==> src/logic/dab_ctrl_pkg.sv <==
// DAB converter control types for modulation, setpoints and register writes
package dab_ctrl_pkg;

    typedef enum logic [1:0] {
        single_phase = 2'd0,
        dual_phase = 2'd1,
        triple_phase = 2'd2
    } modulation_t;

    typedef struct packed {
        logic [31:0] dest;
        logic [15:0] data;
    } reg_write_t;

    // Phase shifts are in counter ticks and may be negative
    typedef struct packed {
        logic [15:0] period;
        logic [15:0] duty_1;
        logic [15:0] duty_2;
        logic signed [15:0] phase_shift_1;
        logic signed [15:0] phase_shift_2;
    } setpoint_t;

endpackage

==> src/logic/pwm_map_pkg.sv <==
// PWM generator register map with register offsets, chain stride and control word
package pwm_map_pkg;

    // Control register sits at the generator base, outside every chain block
    localparam logic [31:0] control_offset = 32'h0;
    localparam logic [15:0] control_on_word = 16'h28;

    // Four compare registers per chain at offsets 0, 4, 8 and 12
    localparam logic [31:0] compare_offset_base = 32'h0;

    // Chain k is based at (k + 1) * chain_stride
    localparam logic [31:0] chain_stride = 32'h100;

    function automatic logic [31:0] period_offset(input int n);
        return 32'((3 * n + 1) * 4);
    endfunction

    function automatic logic [31:0] phase_offset(input int n);
        return 32'((3 * n + 2) * 4);
    endfunction

    typedef struct packed {
        logic [15:0] period;
        logic [15:0] phase;
        logic [3:0][15:0] compare;
    } pwm_regs_t;

endpackage

==> src/logic/dab_operating_core.sv <==
// DAB operating core sequencing PWM register writes for start, update and stop
`timescale 1ns/1ps

module dab_operating_core #(
    parameter logic [31:0] pwm_base_addr = 32'h0,
    parameter int n_chains = 2
) (
    input logic clock,
    input logic reset,
    input logic start,
    input logic stop,
    input logic update,
    input dab_ctrl_pkg::setpoint_t setpoint,
    input dab_ctrl_pkg::modulation_t modulation,
    output dab_ctrl_pkg::reg_write_t write,
    output logic write_valid,
    input logic write_ready,
    output logic [15:0] echo_data,
    output logic echo_valid,
    output logic modulator_status,
    output logic busy
);

    localparam int chain_bits = (n_chains > 1) ? $clog2(n_chains) : 1;

    typedef enum logic [2:0] {
        idle,
        capture,
        period,
        phase,
        compare,
        control_on,
        control_off
    } state_t;

    state_t state;
    logic [chain_bits-1:0] chain_cnt;
    logic [1:0] compare_cnt;
    logic start_needed;
    logic stop_pending;
    logic take_setpoint;
    logic transfer;
    logic last_chain;
    logic [31:0] chain_base;
    pwm_map_pkg::pwm_regs_t chain_regs [n_chains];

    assign transfer = write_valid && write_ready;
    assign last_chain = chain_cnt == chain_bits'(n_chains - 1);
    assign take_setpoint = state == idle && !stop_pending &&
                           (start || (update && modulator_status));

    dab_setpoint_calc #(
        .n_chains(n_chains)
    ) dab_setpoint_calc_i (
        .clock(clock),
        .reset(reset),
        .capture(take_setpoint),
        .setpoint(setpoint),
        .modulation(modulation),
        .chain_regs(chain_regs)
    );

    ////////////////////////////////////////
    // Write address and data
    ////////////////////////////////////////

    // Held constant by the state and counters until the write is taken
    assign chain_base = pwm_base_addr + (32'(chain_cnt) + 32'd1) * pwm_map_pkg::chain_stride;

    always_comb begin
        write = '0;
        case (state)
            period: begin
                write.dest = chain_base + pwm_map_pkg::period_offset(n_chains);
                write.data = chain_regs[chain_cnt].period;
            end
            phase: begin
                write.dest = chain_base + pwm_map_pkg::phase_offset(n_chains);
                write.data = chain_regs[chain_cnt].phase;
            end
            compare: begin
                write.dest = chain_base + pwm_map_pkg::compare_offset_base +
                             32'(compare_cnt) * 32'd4;
                write.data = chain_regs[chain_cnt].compare[compare_cnt];
            end
            control_on: begin
                write.dest = pwm_base_addr + pwm_map_pkg::control_offset;
                write.data = pwm_map_pkg::control_on_word;
            end
            control_off: begin
                write.dest = pwm_base_addr + pwm_map_pkg::control_offset;
                write.data = 16'h0;
            end
            default: begin
            end
        endcase
    end

    assign echo_data = write.data;
    assign echo_valid = transfer && state == compare;
    assign busy = state != idle;

    ////////////////////////////////////////
    // Sequencer
    ////////////////////////////////////////

    always_ff @(posedge clock) begin
        if (!reset) begin
            state <= idle;
            write_valid <= 1'b0;
            chain_cnt <= '0;
            compare_cnt <= '0;
            start_needed <= 1'b0;
            stop_pending <= 1'b0;
            modulator_status <= 1'b0;
        end else begin
            case (state)
                idle: begin
                    if (stop_pending) begin
                        stop_pending <= 1'b0;
                        write_valid <= 1'b1;
                        state <= control_off;
                    end else if (take_setpoint) begin
                        start_needed <= start;
                        state <= capture;
                    end
                end
                capture: begin
                    write_valid <= 1'b1;
                    state <= period;
                end
                period, phase: begin
                    if (transfer) begin
                        chain_cnt <= last_chain ? '0 : chain_cnt + 1'b1;
                        if (last_chain) begin
                            state <= (state == period) ? phase : compare;
                        end
                    end
                end
                compare: begin
                    if (transfer) begin
                        compare_cnt <= compare_cnt + 1'b1;
                        if (compare_cnt == 2'd3) begin
                            chain_cnt <= last_chain ? '0 : chain_cnt + 1'b1;
                            if (last_chain) begin
                                state <= start_needed ? control_on : idle;
                                write_valid <= start_needed;
                            end
                        end
                    end
                end
                control_on, control_off: begin
                    if (transfer) begin
                        modulator_status <= state == control_on;
                        write_valid <= 1'b0;
                        state <= idle;
                    end
                end
                default: state <= idle;
            endcase
            // A stop is kept until the sequencer is back in idle
            if (stop) begin
                stop_pending <= 1'b1;
            end
        end
    end

    assert property (@(posedge clock) disable iff (!reset)
        write_valid && !write_ready |=> write_valid && $stable(write));

    assert property (@(posedge clock) disable iff (!reset)
        write_valid |-> state inside {period, phase, compare, control_on, control_off});

endmodule

==> src/logic/dab_power_stage.sv <==
// DAB power stage top joining the operating core, register file and PWM chains
`timescale 1ns/1ps

module dab_power_stage #(
    parameter logic [31:0] pwm_base_addr = 32'h0,
    parameter int n_chains = 2
) (
    input logic clock,
    input logic reset,
    input logic start,
    input logic stop,
    input logic update,
    input dab_ctrl_pkg::setpoint_t setpoint,
    input dab_ctrl_pkg::modulation_t modulation,
    output logic [4*n_chains-1:0] pwm_out,
    output logic modulator_status,
    output logic busy,
    output logic [15:0] echo_data,
    output logic echo_valid
);

    dab_ctrl_pkg::reg_write_t write;
    logic write_valid;
    logic write_ready;
    logic enable;
    logic period_end [n_chains];
    pwm_map_pkg::pwm_regs_t active_regs [n_chains];

    dab_operating_core #(
        .pwm_base_addr(pwm_base_addr),
        .n_chains(n_chains)
    ) dab_operating_core_i (
        .clock(clock),
        .reset(reset),
        .start(start),
        .stop(stop),
        .update(update),
        .setpoint(setpoint),
        .modulation(modulation),
        .write(write),
        .write_valid(write_valid),
        .write_ready(write_ready),
        .echo_data(echo_data),
        .echo_valid(echo_valid),
        .modulator_status(modulator_status),
        .busy(busy)
    );

    pwm_register_file #(
        .pwm_base_addr(pwm_base_addr),
        .n_chains(n_chains)
    ) pwm_register_file_i (
        .clock(clock),
        .reset(reset),
        .write(write),
        .write_valid(write_valid),
        .write_ready(write_ready),
        .period_end(period_end),
        .active_regs(active_regs),
        .enable(enable)
    );

    for (genvar k = 0; k < n_chains; k++) begin : g_chain
        pwm_chain pwm_chain_i (
            .clock(clock),
            .reset(reset),
            .enable(enable),
            .regs(active_regs[k]),
            .period_end(period_end[k]),
            .pwm_out(pwm_out[4*k +: 4])
        );
    end

endmodule

==> src/logic/dab_setpoint_calc.sv <==
// DAB setpoint calculation producing per-chain period, phase and compare values
`timescale 1ns/1ps

module dab_setpoint_calc #(
    parameter int n_chains = 2
) (
    input logic clock,
    input logic reset,
    input logic capture,
    input dab_ctrl_pkg::setpoint_t setpoint,
    input dab_ctrl_pkg::modulation_t modulation,
    output pwm_map_pkg::pwm_regs_t chain_regs [n_chains]
);

    logic signed [17:0] p_full;
    logic signed [17:0] half_p;
    logic signed [17:0] quarter_p;
    logic signed [17:0] three_quarter_p;
    logic signed [17:0] ps1;
    logic signed [17:0] inner;
    logic signed [17:0] phase_1;
    logic signed [17:0] compare [4];
    logic captured;

    assign p_full = 18'(setpoint.period);
    assign half_p = p_full >>> 1;
    assign quarter_p = p_full >>> 2;
    assign three_quarter_p = 18'((3 * p_full) >>> 2);
    assign ps1 = 18'(setpoint.phase_shift_1);

    // Inner shift moves both legs of a chain apart symmetrically
    assign inner = (modulation != dab_ctrl_pkg::single_phase) ?
                   18'(setpoint.phase_shift_2 / 16'sd2) : 18'sd0;

    assign compare[0] = quarter_p - inner;
    assign compare[1] = quarter_p + inner;
    assign compare[2] = three_quarter_p - inner;
    assign compare[3] = three_quarter_p + inner;

    // Outer shift saturates at half a period either way
    always_comb begin
        if (ps1 > half_p) begin
            phase_1 = p_full;
        end else if (ps1 < -half_p) begin
            phase_1 = '0;
        end else if (modulation == dab_ctrl_pkg::triple_phase) begin
            phase_1 = half_p + 18'(setpoint.duty_2);
        end else begin
            phase_1 = half_p + ps1;
        end
    end

    always_ff @(posedge clock) begin
        if (capture) begin
            for (int k = 0; k < n_chains; k++) begin
                chain_regs[k].period <= setpoint.period;
                chain_regs[k].phase <= (k % 2 == 1) ? phase_1[15:0] : 16'h0;
                for (int c = 0; c < 4; c++) begin
                    chain_regs[k].compare[c] <= compare[c][15:0];
                end
            end
        end
    end

    always_ff @(posedge clock) begin
        if (!reset) begin
            captured <= 1'b0;
        end else if (capture) begin
            captured <= 1'b1;
        end
    end

    function automatic logic compares_in_period(input pwm_map_pkg::pwm_regs_t r);
        return r.compare[0] < r.period && r.compare[1] < r.period &&
               r.compare[2] < r.period && r.compare[3] < r.period;
    endfunction

    for (genvar k = 0; k < n_chains; k++) begin : g_check
        assert property (@(posedge clock) disable iff (!reset)
            captured |-> compares_in_period(chain_regs[k]));
    end

endmodule

==> src/logic/pwm_chain.sv <==
// PWM chain with phase-shifted period counter and four compare outputs
`timescale 1ns/1ps

module pwm_chain (
    input logic clock,
    input logic reset,
    input logic enable,
    input pwm_map_pkg::pwm_regs_t regs,
    output logic period_end,
    output logic [3:0] pwm_out
);

    logic enable_d;
    logic running;
    logic leg_a;
    logic leg_b;
    logic [15:0] count;
    logic [15:0] start_value;

    assign running = enable && enable_d;
    assign period_end = running && count >= regs.period - 16'd1;

    // A phase of a full period is the same as no phase
    assign start_value = (regs.phase >= regs.period) ? 16'h0 : regs.phase;

    assign leg_a = count >= regs.compare[0] && count < regs.compare[2];
    assign leg_b = count >= regs.compare[1] && count < regs.compare[3];

    always_ff @(posedge clock) begin
        if (!reset) begin
            enable_d <= 1'b0;
            count <= '0;
        end else begin
            enable_d <= enable;
            if (enable && !enable_d) begin
                count <= start_value;
            end else if (period_end) begin
                count <= '0;
            end else if (running) begin
                count <= count + 16'd1;
            end
        end
    end

    // Registered outputs keep the bridge gates free of decode glitches
    always_ff @(posedge clock) begin
        if (!reset) begin
            pwm_out <= '0;
        end else if (running) begin
            pwm_out <= {!leg_b, !leg_a, leg_b, leg_a};
        end else begin
            pwm_out <= '0;
        end
    end

endmodule

==> src/logic/pwm_register_file.sv <==
// PWM register file with shadow registers copied to active at each period end
`timescale 1ns/1ps

module pwm_register_file #(
    parameter logic [31:0] pwm_base_addr = 32'h0,
    parameter int n_chains = 2
) (
    input logic clock,
    input logic reset,
    input dab_ctrl_pkg::reg_write_t write,
    input logic write_valid,
    output logic write_ready,
    input logic period_end [n_chains],
    output pwm_map_pkg::pwm_regs_t active_regs [n_chains],
    output logic enable
);

    pwm_map_pkg::pwm_regs_t shadow_regs [n_chains];
    logic [31:0] rel_addr;
    logic [31:0] block;
    logic [31:0] offset;
    logic any_period_end;
    logic accept;

    assign rel_addr = write.dest - pwm_base_addr;
    assign block = rel_addr / pwm_map_pkg::chain_stride;
    assign offset = rel_addr % pwm_map_pkg::chain_stride;

    always_comb begin
        any_period_end = 1'b0;
        for (int k = 0; k < n_chains; k++) begin
            any_period_end = any_period_end | period_end[k];
        end
    end

    // Writes wait out the cycle in which shadow is copied to active
    assign write_ready = !any_period_end;
    assign accept = write_valid && write_ready;

    always_ff @(posedge clock) begin
        if (!reset) begin
            enable <= 1'b0;
        end else if (accept && rel_addr == pwm_map_pkg::control_offset) begin
            enable <= write.data == pwm_map_pkg::control_on_word;
        end
    end

    always_ff @(posedge clock) begin
        for (int k = 0; k < n_chains; k++) begin
            if (accept && block == 32'(k + 1)) begin
                if (offset == pwm_map_pkg::period_offset(n_chains)) begin
                    shadow_regs[k].period <= write.data;
                end
                if (offset == pwm_map_pkg::phase_offset(n_chains)) begin
                    shadow_regs[k].phase <= write.data;
                end
                for (int c = 0; c < 4; c++) begin
                    if (offset == pwm_map_pkg::compare_offset_base + 32'(4 * c)) begin
                        shadow_regs[k].compare[c] <= write.data;
                    end
                end
            end
            // Stopped chains follow the shadow copy so a start sees fresh values
            if (period_end[k] || !enable) begin
                active_regs[k] <= shadow_regs[k];
            end
        end
    end

    function automatic logic known_register(input logic [31:0] blk, input logic [31:0] off);
        logic in_chain;
        in_chain = blk >= 32'd1 && blk <= 32'(n_chains);
        if (blk == 32'd0) begin
            return off == pwm_map_pkg::control_offset;
        end
        return in_chain && (off == pwm_map_pkg::period_offset(n_chains) ||
                            off == pwm_map_pkg::phase_offset(n_chains) ||
                            (off >= pwm_map_pkg::compare_offset_base &&
                             off < pwm_map_pkg::compare_offset_base + 32'd16 &&
                             off[1:0] == 2'b00));
    endfunction

    assert property (@(posedge clock) disable iff (!reset)
        accept |-> known_register(block, offset));

endmodule

==> config.mk <==
export PLATFORM = sky130hd
export DESIGN_NAME = dab_power_stage
export DESIGN_NICKNAME = d
export VERILOG_FILES = /design/src/logic/dab_ctrl_pkg.sv /design/src/logic/pwm_map_pkg.sv /design/src/logic/dab_operating_core.sv /design/src/logic/dab_power_stage.sv /design/src/logic/dab_setpoint_calc.sv /design/src/logic/pwm_chain.sv /design/src/logic/pwm_register_file.sv
export SDC_FILE = /design/constraint.sdc
export NUM_CORES = 1
export LEC_CHECK = 0
export ABC_AREA = 1
export BUFFER_PORTS_ARGS = -buffer_cell sky130_fd_sc_hd__buf_2
export CORE_MARGIN = 2
export CORE_UTILIZATION = 30
export CTS_BUF_LIST = sky130_fd_sc_hd__clkbuf_2
export CTS_CLUSTER_DIAMETER = 50
export CTS_CLUSTER_SIZE = 40
export DETAILED_ROUTE_END_ITERATION = 12
export PLACE_DENSITY_LB_ADDON = 0.1
export SLEW_MARGIN = 20
export SYNTH_ARGS = -nofsm -noshare
export SYNTH_HDL_FRONTEND = slang
export SYNTH_SLANG_ARGS = --single-unit
==> constraint.sdc <==
create_clock -name clock -period 5.8 [get_ports clock]
set_input_delay 0.58 -clock clock [delete_from_list [all_inputs] [get_ports clock]]
set_output_delay 0.58 -clock clock [all_outputs]
set_load 0.01 [all_outputs]
# After elaboration in Yosys (flattened, before gate mapping)

Memories as Yosys holds them, arrays and structs flattened. A register that Yosys moved wholly into a read port is not among the register bits.
Cells that the tools add are included.

Bits in registers: 148
Output and inout port bits: 27
Memories kept: 1
Input bits: 87
Memory bits (read-only): 0
Memory bits (writable): 192
Latch bits: 0
Word-level logic and storage cells: 205

Add/subtract/negate cells: 18
Multiply operators: 1
Bitwise gates (word level): 4
Shift operators: 0
Order comparisons: 16
Reductions and logical operators: 47
Mux-type cells: 75
Eq/ne operators: 24
Divide/modulo/power cells: 0

Memory list:

| memory                          | words | width | read ports | clocked after Yosys merged registers in | write ports | RTL line                | text |
|---|---|---|---|---|---|---|---|
| pwm_register_file_i.shadow_regs | 2     | 96    | 2          | 2                                       | 1           | pwm_register_file.sv:18 | `pwm_map_pkg::pwm_regs_t shadow_regs [n_chains];` |

Operator list:

| operator              | count |
|---|---|
| $mux 96               | 3 |
| $mux 16               | 13 |
| $pmux 48 s4           | 1 |
| $ge 16x16->1          | 8 |
| $reduce_or 96->1      | 1 |
| $mux 80               | 1 |
| $logic_not 32->1      | 2 |
| $lt 16x16->1          | 4 |
| $mux 1                | 42 |
| $add 15x16->16        | 2 |
| $add 16x1->16 const B | 2 |
| $add 16x16->16        | 2 |
| $add 32x4->32         | 1 |
| $add 32x5->32 const B | 1 |
| $add 32x6->32 const B | 1 |
| $bmux 16 s2           | 1 |
| $sub 16x1->16 const B | 2 |
| $mux 3                | 10 |
| $eq 24x1->1 const B   | 1 |
| $eq 24x2->1 const B   | 1 |
| $lt 16x18->1          | 1 |
| $mul 2x16->18 const A | 1 |
| $neg 15->18           | 1 |
| $add 16x1->16         | 1 |
| 41 further kinds      | 82 |

# Depth between registers and ports, before layout

Depth in word-level cells: 13
Mapped depth: 27
Mapped depth without buffers: 27

# Cells and area by module

From an unflattened synthesis, not the netlist that was laid out.

Cells, all modules: 3803
Area, all modules: 34154.0 um^2

Modules (own cells, without submodules):

| module                              | cells an instance | area an instance (um^2) | instances | seq. area each (um^2) |
|---|---|---|---|---|
| pwm_register_file                   | 473               | 12025.3                 | 1         | 11551.1 |
| dab_setpoint_calc                   | 1499              | 11020.6                 | 1         | 2822.7 |
| pwm_chain at g_chain[1].pwm_chain_i | 656               | 4187.8                  | 1         | 420.4 |
| pwm_chain at g_chain[0].pwm_chain_i | 652               | 4185.3                  | 1         | 420.4 |
| dab_operating_core                  | 523               | 2735.1                  | 1         | 200.2 |

# Worst setup path after synthesis

No wires, ideal clock.

Path kind: flip-flop to flip-flop
From: register dab_operating_core_i.state[0]
To: register dab_operating_core_i.dab_setpoint_calc_i.chain_regs[0] (netlist name)
Cell stages (with the launch flop): 7
Arrival: 4894 ps
Library setup time: 547 ps
Data required time: 5253 ps
Slack: 358 ps
Cell sequence: dfxtp_1 > buf_2 > nor2_1 > nand2_1 > nor2_1 > inv_1 > nor2_1

Word-level cells in the longest chain between the ends: 3

Ends and longest elaborated chain:

| item                                                 | RTL line                  | text |
|---|---|---|
| start: declaration                                   | dab_operating_core.sv:36  | `state_t state;` |
| start signal: assignment                             | dab_operating_core.sv:109 | `state <= idle;` |
| start signal: assignment                             | dab_operating_core.sv:122 | `state <= control_off;` |
| start signal: assignment                             | dab_operating_core.sv:125 | `state <= capture;` |
| $logic_not 3->1                                      | dab_operating_core.sv:49  | `assign take_setpoint = state == idle && !stop_pending &&` |
| $logic_and 1x1->1 (2 in series)                      | dab_operating_core.sv:49  |  |
| net dab_operating_core_i.dab_setpoint_calc_i.capture | dab_setpoint_calc.sv:9    | `input logic capture,` |

The timed path passes the listed nets, and every way through them passes these cells.
A chain may end at the register's enable or synchronous reset.

# Worst setup path in the final report

From: register pwm_register_file_i.active_regs[178] (netlist name)
To: output echo_valid

Word-level cells in the longest chain between the ends: 7

Ends and longest elaborated chain:

| item              | RTL line                  | text |
|---|---|---|
| $sub 16x1->16     | pwm_chain.sv:21           | `assign period_end = running && count >= regs.period - 16'd1;` |
| $ge 16x16->1      | pwm_chain.sv:21           |  |
| $logic_and 1x1->1 | pwm_chain.sv:21           |  |
| $or 1x1->1        | pwm_register_file.sv:32   | `any_period_end = any_period_end \| period_end[k];` |
| $logic_not 1->1   | pwm_register_file.sv:37   | `assign write_ready = !any_period_end;` |
| $logic_and 1x1->1 | dab_operating_core.sv:47  | `assign transfer = write_valid && write_ready;` |
| $logic_and 1x1->1 | dab_operating_core.sv:100 | `assign echo_valid = transfer && state == compare;` |
| end: declaration  | dab_power_stage.sv:19     | `output logic echo_valid` |

No other way between the ends.

==> run summary <==
Drt
* 21.3k — Via Count
* 19.0 um — routed length per placed instance
* 0 — Routed Antenna Nets
* 1,297 — DR iter-0 viols
* 0 — number of DRC violations after detailed routing
* met5 — highest metal layer with signal wires
* 5 — router iterations before antenna repair
* 40,500 um — length of routed met2 wiring
* 38,900 um — met1 wire length
* 4.77 — Via-to-Cell Ratio
* 3430 um — met3 wire length
* 84,900 um — Routed WL

Global routing
* 0 — total overflow reported by the global router
* 21.4k — via count of the first global-routing pass
* 128,000 um — wire length of the first global-routing pass
* 16.6% — overall global routing resource usage
* 10 — antenna violations before repair
* 97 — largest net degree at the start of global routing

Place
* 0.888 — routability-driven placement congestion ratio
* 97 — total of buffers placed on input and output ports
* 64,700 um — Final HPWL DP
* 0.975 ns — pre-CTS worst setup slack

Clock tree
* 73 — Num CTS Buffers
* built — TritonCTS clock tree
* 0.21 ns — Clk pin slew, worst setup/hold paths
* sky130_fd_sc_hd__clkbuf_2 — Root Buffer
* 530 — clk sink count
* 3 — maximum clock path buffer count
* 1.18 ns — clk_lat worst skew
* 0 — buffers inserted during post-CTS setup optimization
* 3 — depth of the CTS H-tree

Run
* 0 — # Max-Cap Violations

Yosys
* sky130_fd_sc_hd__edfxtp_1 — top_reg_cell synth
* 0% — post-synthesis async set-or-reset flop share
* 58 — Distinct cells, synth
* 2,930 — count of mapped cells out of synthesis
* 3,369 — syn nets
* 29,700 um^2 — post-synth design cell area
* 530 — flop and latch count out of synthesis
* 10.1 um^2 — Avg Cell Area, Syn
* 51.8% — sequential element share of the synthesized area
* 0 — Yosys warning count
* 478 — Post-synth EDFFs

Power and ir drop
* 14.6 nW — standby leakage power
* 286 nW/um^2 — power density over the cells
* 181 uV — worst IR drop on VDD

Setup path
* pwm_register_file_i.shadow_regs[1][52] — critical register-to-register path endpoint
* flip-flop — nature of the critical path startpoint
* echo_valid — worst setup path endpoint
* sky130_fd_sc_hd__edfxtp_1 — slowest cell on the critical path
* 0.47 ns — delay of the slowest critical-path stage
* output port — crit path capture type
* 1.37 ns — flop2flop setup slack
* inv_1 > nand3_1 > nor3_2 > nand2_1 > nor3_2 > nand2_1 > nor2_1 > nand3_1 > xor2_1 > inv_1 > ha_1 > a21oi_1 > o21ai_0 > nor2_2 > nand2_1 > nand2_2 > nand3_4 > nor2_2 > buf_2 — cells along the critical path
* 5.22 ns — critical path data required time
* 21 — number of cells traversed by the worst register-to-register path
* 4.69 ns — critical path arrival
* pwm_register_file_i.active_regs[178] — CP startpoint
* sky130_fd_sc_hd__nand2_1 — Most Frequent Cell on Critical Path
* 8 — largest fanout of any net on the critical path
* reg2out — start-to-end type of the worst setup path
* pwm_register_file_i.active_regs[178] — worst reg2reg path startpoint

STA
* 0.160 ns — clk_skew
* 90.9% — final period utilization
* 190 MHz — fmax
* 5.27 ns — post-route minimum period
* 0.528 ns — final worst slack
* 0 — number of max-slew violations in the final report
* 28.5% — Max-Slew Margin vs Limit
* false — RSZ-0062 raised after global routing
* 1.07 ns — Tightest Pin Transition
* 0 — final hold viol count
* 0 — final setup vio count
* 0 ns — Total Neg Setup Slack

Final layout
* 3,568 — nets
* 12.5% — Layout area overhead
* sky130_fd_sc_hd__edfxtp_1 — most common cell after layout, fill and taps aside
* 10.0k — number of fill cells in the layout
* 9.88% — share of cells above drive strength 1
* sky130_fd_sc_hd__edfxtp_1 (478), sky130_fd_sc_hd__nand2_1 (446), sky130_fd_sc_hd__inv_1 (429) — commonest non-fill, non-tap cells in the layout

Floorplan
* 319 um — die width
* 102,000 um^2 — Die Footprint
* 98,300 um^2 — total core area
* 319 um — Die Y
* 30.3% — initial standard-cell utilization of the core
* 114 — IO Pins
* 115 — number of cell rows

Outcome
* finished, final reports clean — outcome

Hold path
* in2reg — class of the tightest hold or removal check

-- stage by stage --
step / cell area (um^2) / std cells / hold slack, ns / util [%] / total power [mW]
after global routing: 33400 / 4476 / 0.107 / 34.0 / 10.1
after detailed placement: 32000 / 4307 / 0.405 / 32.5 / 7.09
after CTS: 33400 / 4475 / 0.00465 / 34.0 / 9.72
after floorplan: 29700 / 2930 / 0.400 / - / 6.06
final: 33400 / 4476 / 0.177 / 34.0 / 9.55
after global placement: 32000 / 4307 / 0.401 / 32.5 / 7.08
-- state kept, by name, summed over array words and instances (netlist names), 2 cells and up --
| register | count |
|---|---|
| pwm_register_file_i.active_regs | 192 |
| pwm_register_file_i.shadow_regs | 192 |
| dab_operating_core_i.dab_setpoint_calc_i.chain_regs | 94 |
| g_chain.pwm_chain_i.count | 32 |
| g_chain.pwm_chain_i.pwm_out | 8 |
| dab_operating_core_i.state | 3 |
| dab_operating_core_i.compare_cnt | 2 |
-- synth_stat cells, types with 7 or more instances --
cell                       number  share of area [%]
sky130_fd_sc_hd__nor3_1        33               0.56
sky130_fd_sc_hd__xnor2_1       16               0.47
sky130_fd_sc_hd__buf_2         10               0.17
sky130_fd_sc_hd__nor4_1        12               0.25
sky130_fd_sc_hd__xor2_1       100                2.9
sky130_fd_sc_hd__nand3_2        8               0.27
sky130_fd_sc_hd__nand2_1      449                5.7
sky130_fd_sc_hd__a22oi_1       12               0.30
sky130_fd_sc_hd__edfxtp_1     478                 48
sky130_fd_sc_hd__a31oi_1       25               0.53
sky130_fd_sc_hd__nor2_2         7               0.15
sky130_fd_sc_hd__clkbuf_1      33               0.42
sky130_fd_sc_hd__fa_1           7               0.47
sky130_fd_sc_hd__nand4_1       31               0.65
sky130_fd_sc_hd__nand3_1      128                2.2
sky130_fd_sc_hd__nor2_1       222                2.8
sky130_fd_sc_hd__o31ai_1       10               0.25
sky130_fd_sc_hd__a21o_1         8               0.20
sky130_fd_sc_hd__inv_1        430                5.4
sky130_fd_sc_hd__o21bai_1      12               0.30
sky130_fd_sc_hd__dfxtp_1       52                3.5
sky130_fd_sc_hd__o211ai_1      22               0.56
sky130_fd_sc_hd__ha_1         345                 15
sky130_fd_sc_hd__a21oi_1      238                4.0
sky130_fd_sc_hd__a21boi_0       7               0.18
sky130_fd_sc_hd__a211oi_1       7               0.18
sky130_fd_sc_hd__a221oi_1       8               0.24
sky130_fd_sc_hd__or2_2          9               0.19
sky130_fd_sc_hd__o21ai_0      124                2.1
sky130_fd_sc_hd__o221ai_1       7               0.21
sky130_fd_sc_hd__o22ai_1       20               0.42
-- cell type report --
| type | count | area [um^2] | area share (%) |
|---|---|---|---|
| Timing Repair Buffer | 172 | 1160 | 3.46 |
| Sequential cell | 530 | 15400 | 46.0 |
| Antenna cell | 1 | 2.50 | 0.00748 |
| Inverter | 432 | 1620 | 4.85 |
| Clock inverter | 57 | 713 | 2.13 |
| Multi-Input combinational cell | 1920 | 12600 | 37.5 |
| Tap cell | 1287 | 1610 | 4.82 |
| Clock buffer | 77 | 385 | 1.15 |
-- worst max-delay path, delay by kind of cell, from the launching register on --
kind | cells | cell delay [ns]
flip-flops | 1 | 0.47
adder cells (fa/ha/maj) | 1 | 0.30
XOR/XNOR | 1 | 0.14
AND/OR/NAND/NOR | 12 | 1.94
buffers and inverters | 3 | 0.37
AO/OA/AOI/OAI | 2 | 0.27
-- power by group --
group	internal (mW)	switching [mW]	total (mW)	leakage [nW]
registers	4.62	0.0916	4.71	5.09
logic	0.637	1.64	2.27	8.90
clock network	1.02	1.55	2.57	0.649
total	6.28	3.28	9.55	14.6
-- layer usage --
layer | vias up | global-route usage (%)
met5 | - | 0
met4 | 4 | 5.17
met3 | 119 | 2.29
met2 | 449 | 28.4
met1 | 10177 | 21.7
li1 | 10595 | -
-- kinds of logic after synthesis --
| group | share of synthesized area (%) |
|---|---|
| adder cells (fa/ha/maj) | 15.0 |
| AND/OR/NAND/NOR | 13.3 |
| buffers and inverters | 6.14 |
| flip-flops | 51.8 |
| AO/OA/AOI/OAI | 10.4 |
| multiplexers | 0.0337 |
| XOR/XNOR | 3.42 |
-- timing repair --
action                                  CTS  global route
hold buffers                             34             0
pin swaps                                 0             1
endpoints found under the hold margin    66             0
resized for setup                         2             2
endpoints found under the setup margin    1             1
-- worst min path at each step --
stage	from	endpoint	slack [ns]	cells after the start
3_3_place_gp	pwm_register_file_i.shadow_regs[1][60]	pwm_register_file_i.active_regs[60]	0.40	0
3_5_place_dp	pwm_register_file_i.shadow_regs[0][15]	pwm_register_file_i.active_regs[111]	0.40	0
5_1_grt	setpoint[46]	flip-flop	0.11	7
6_report	setpoint[46]	flip-flop	0.18	7
2_1_floorplan	pwm_register_file_i.shadow_regs[1][0]	pwm_register_file_i.active_regs[0]	0.40	0
4_1_cts	setpoint[36]	flip-flop	0.005	5
(Power assumes the default switching activity.)
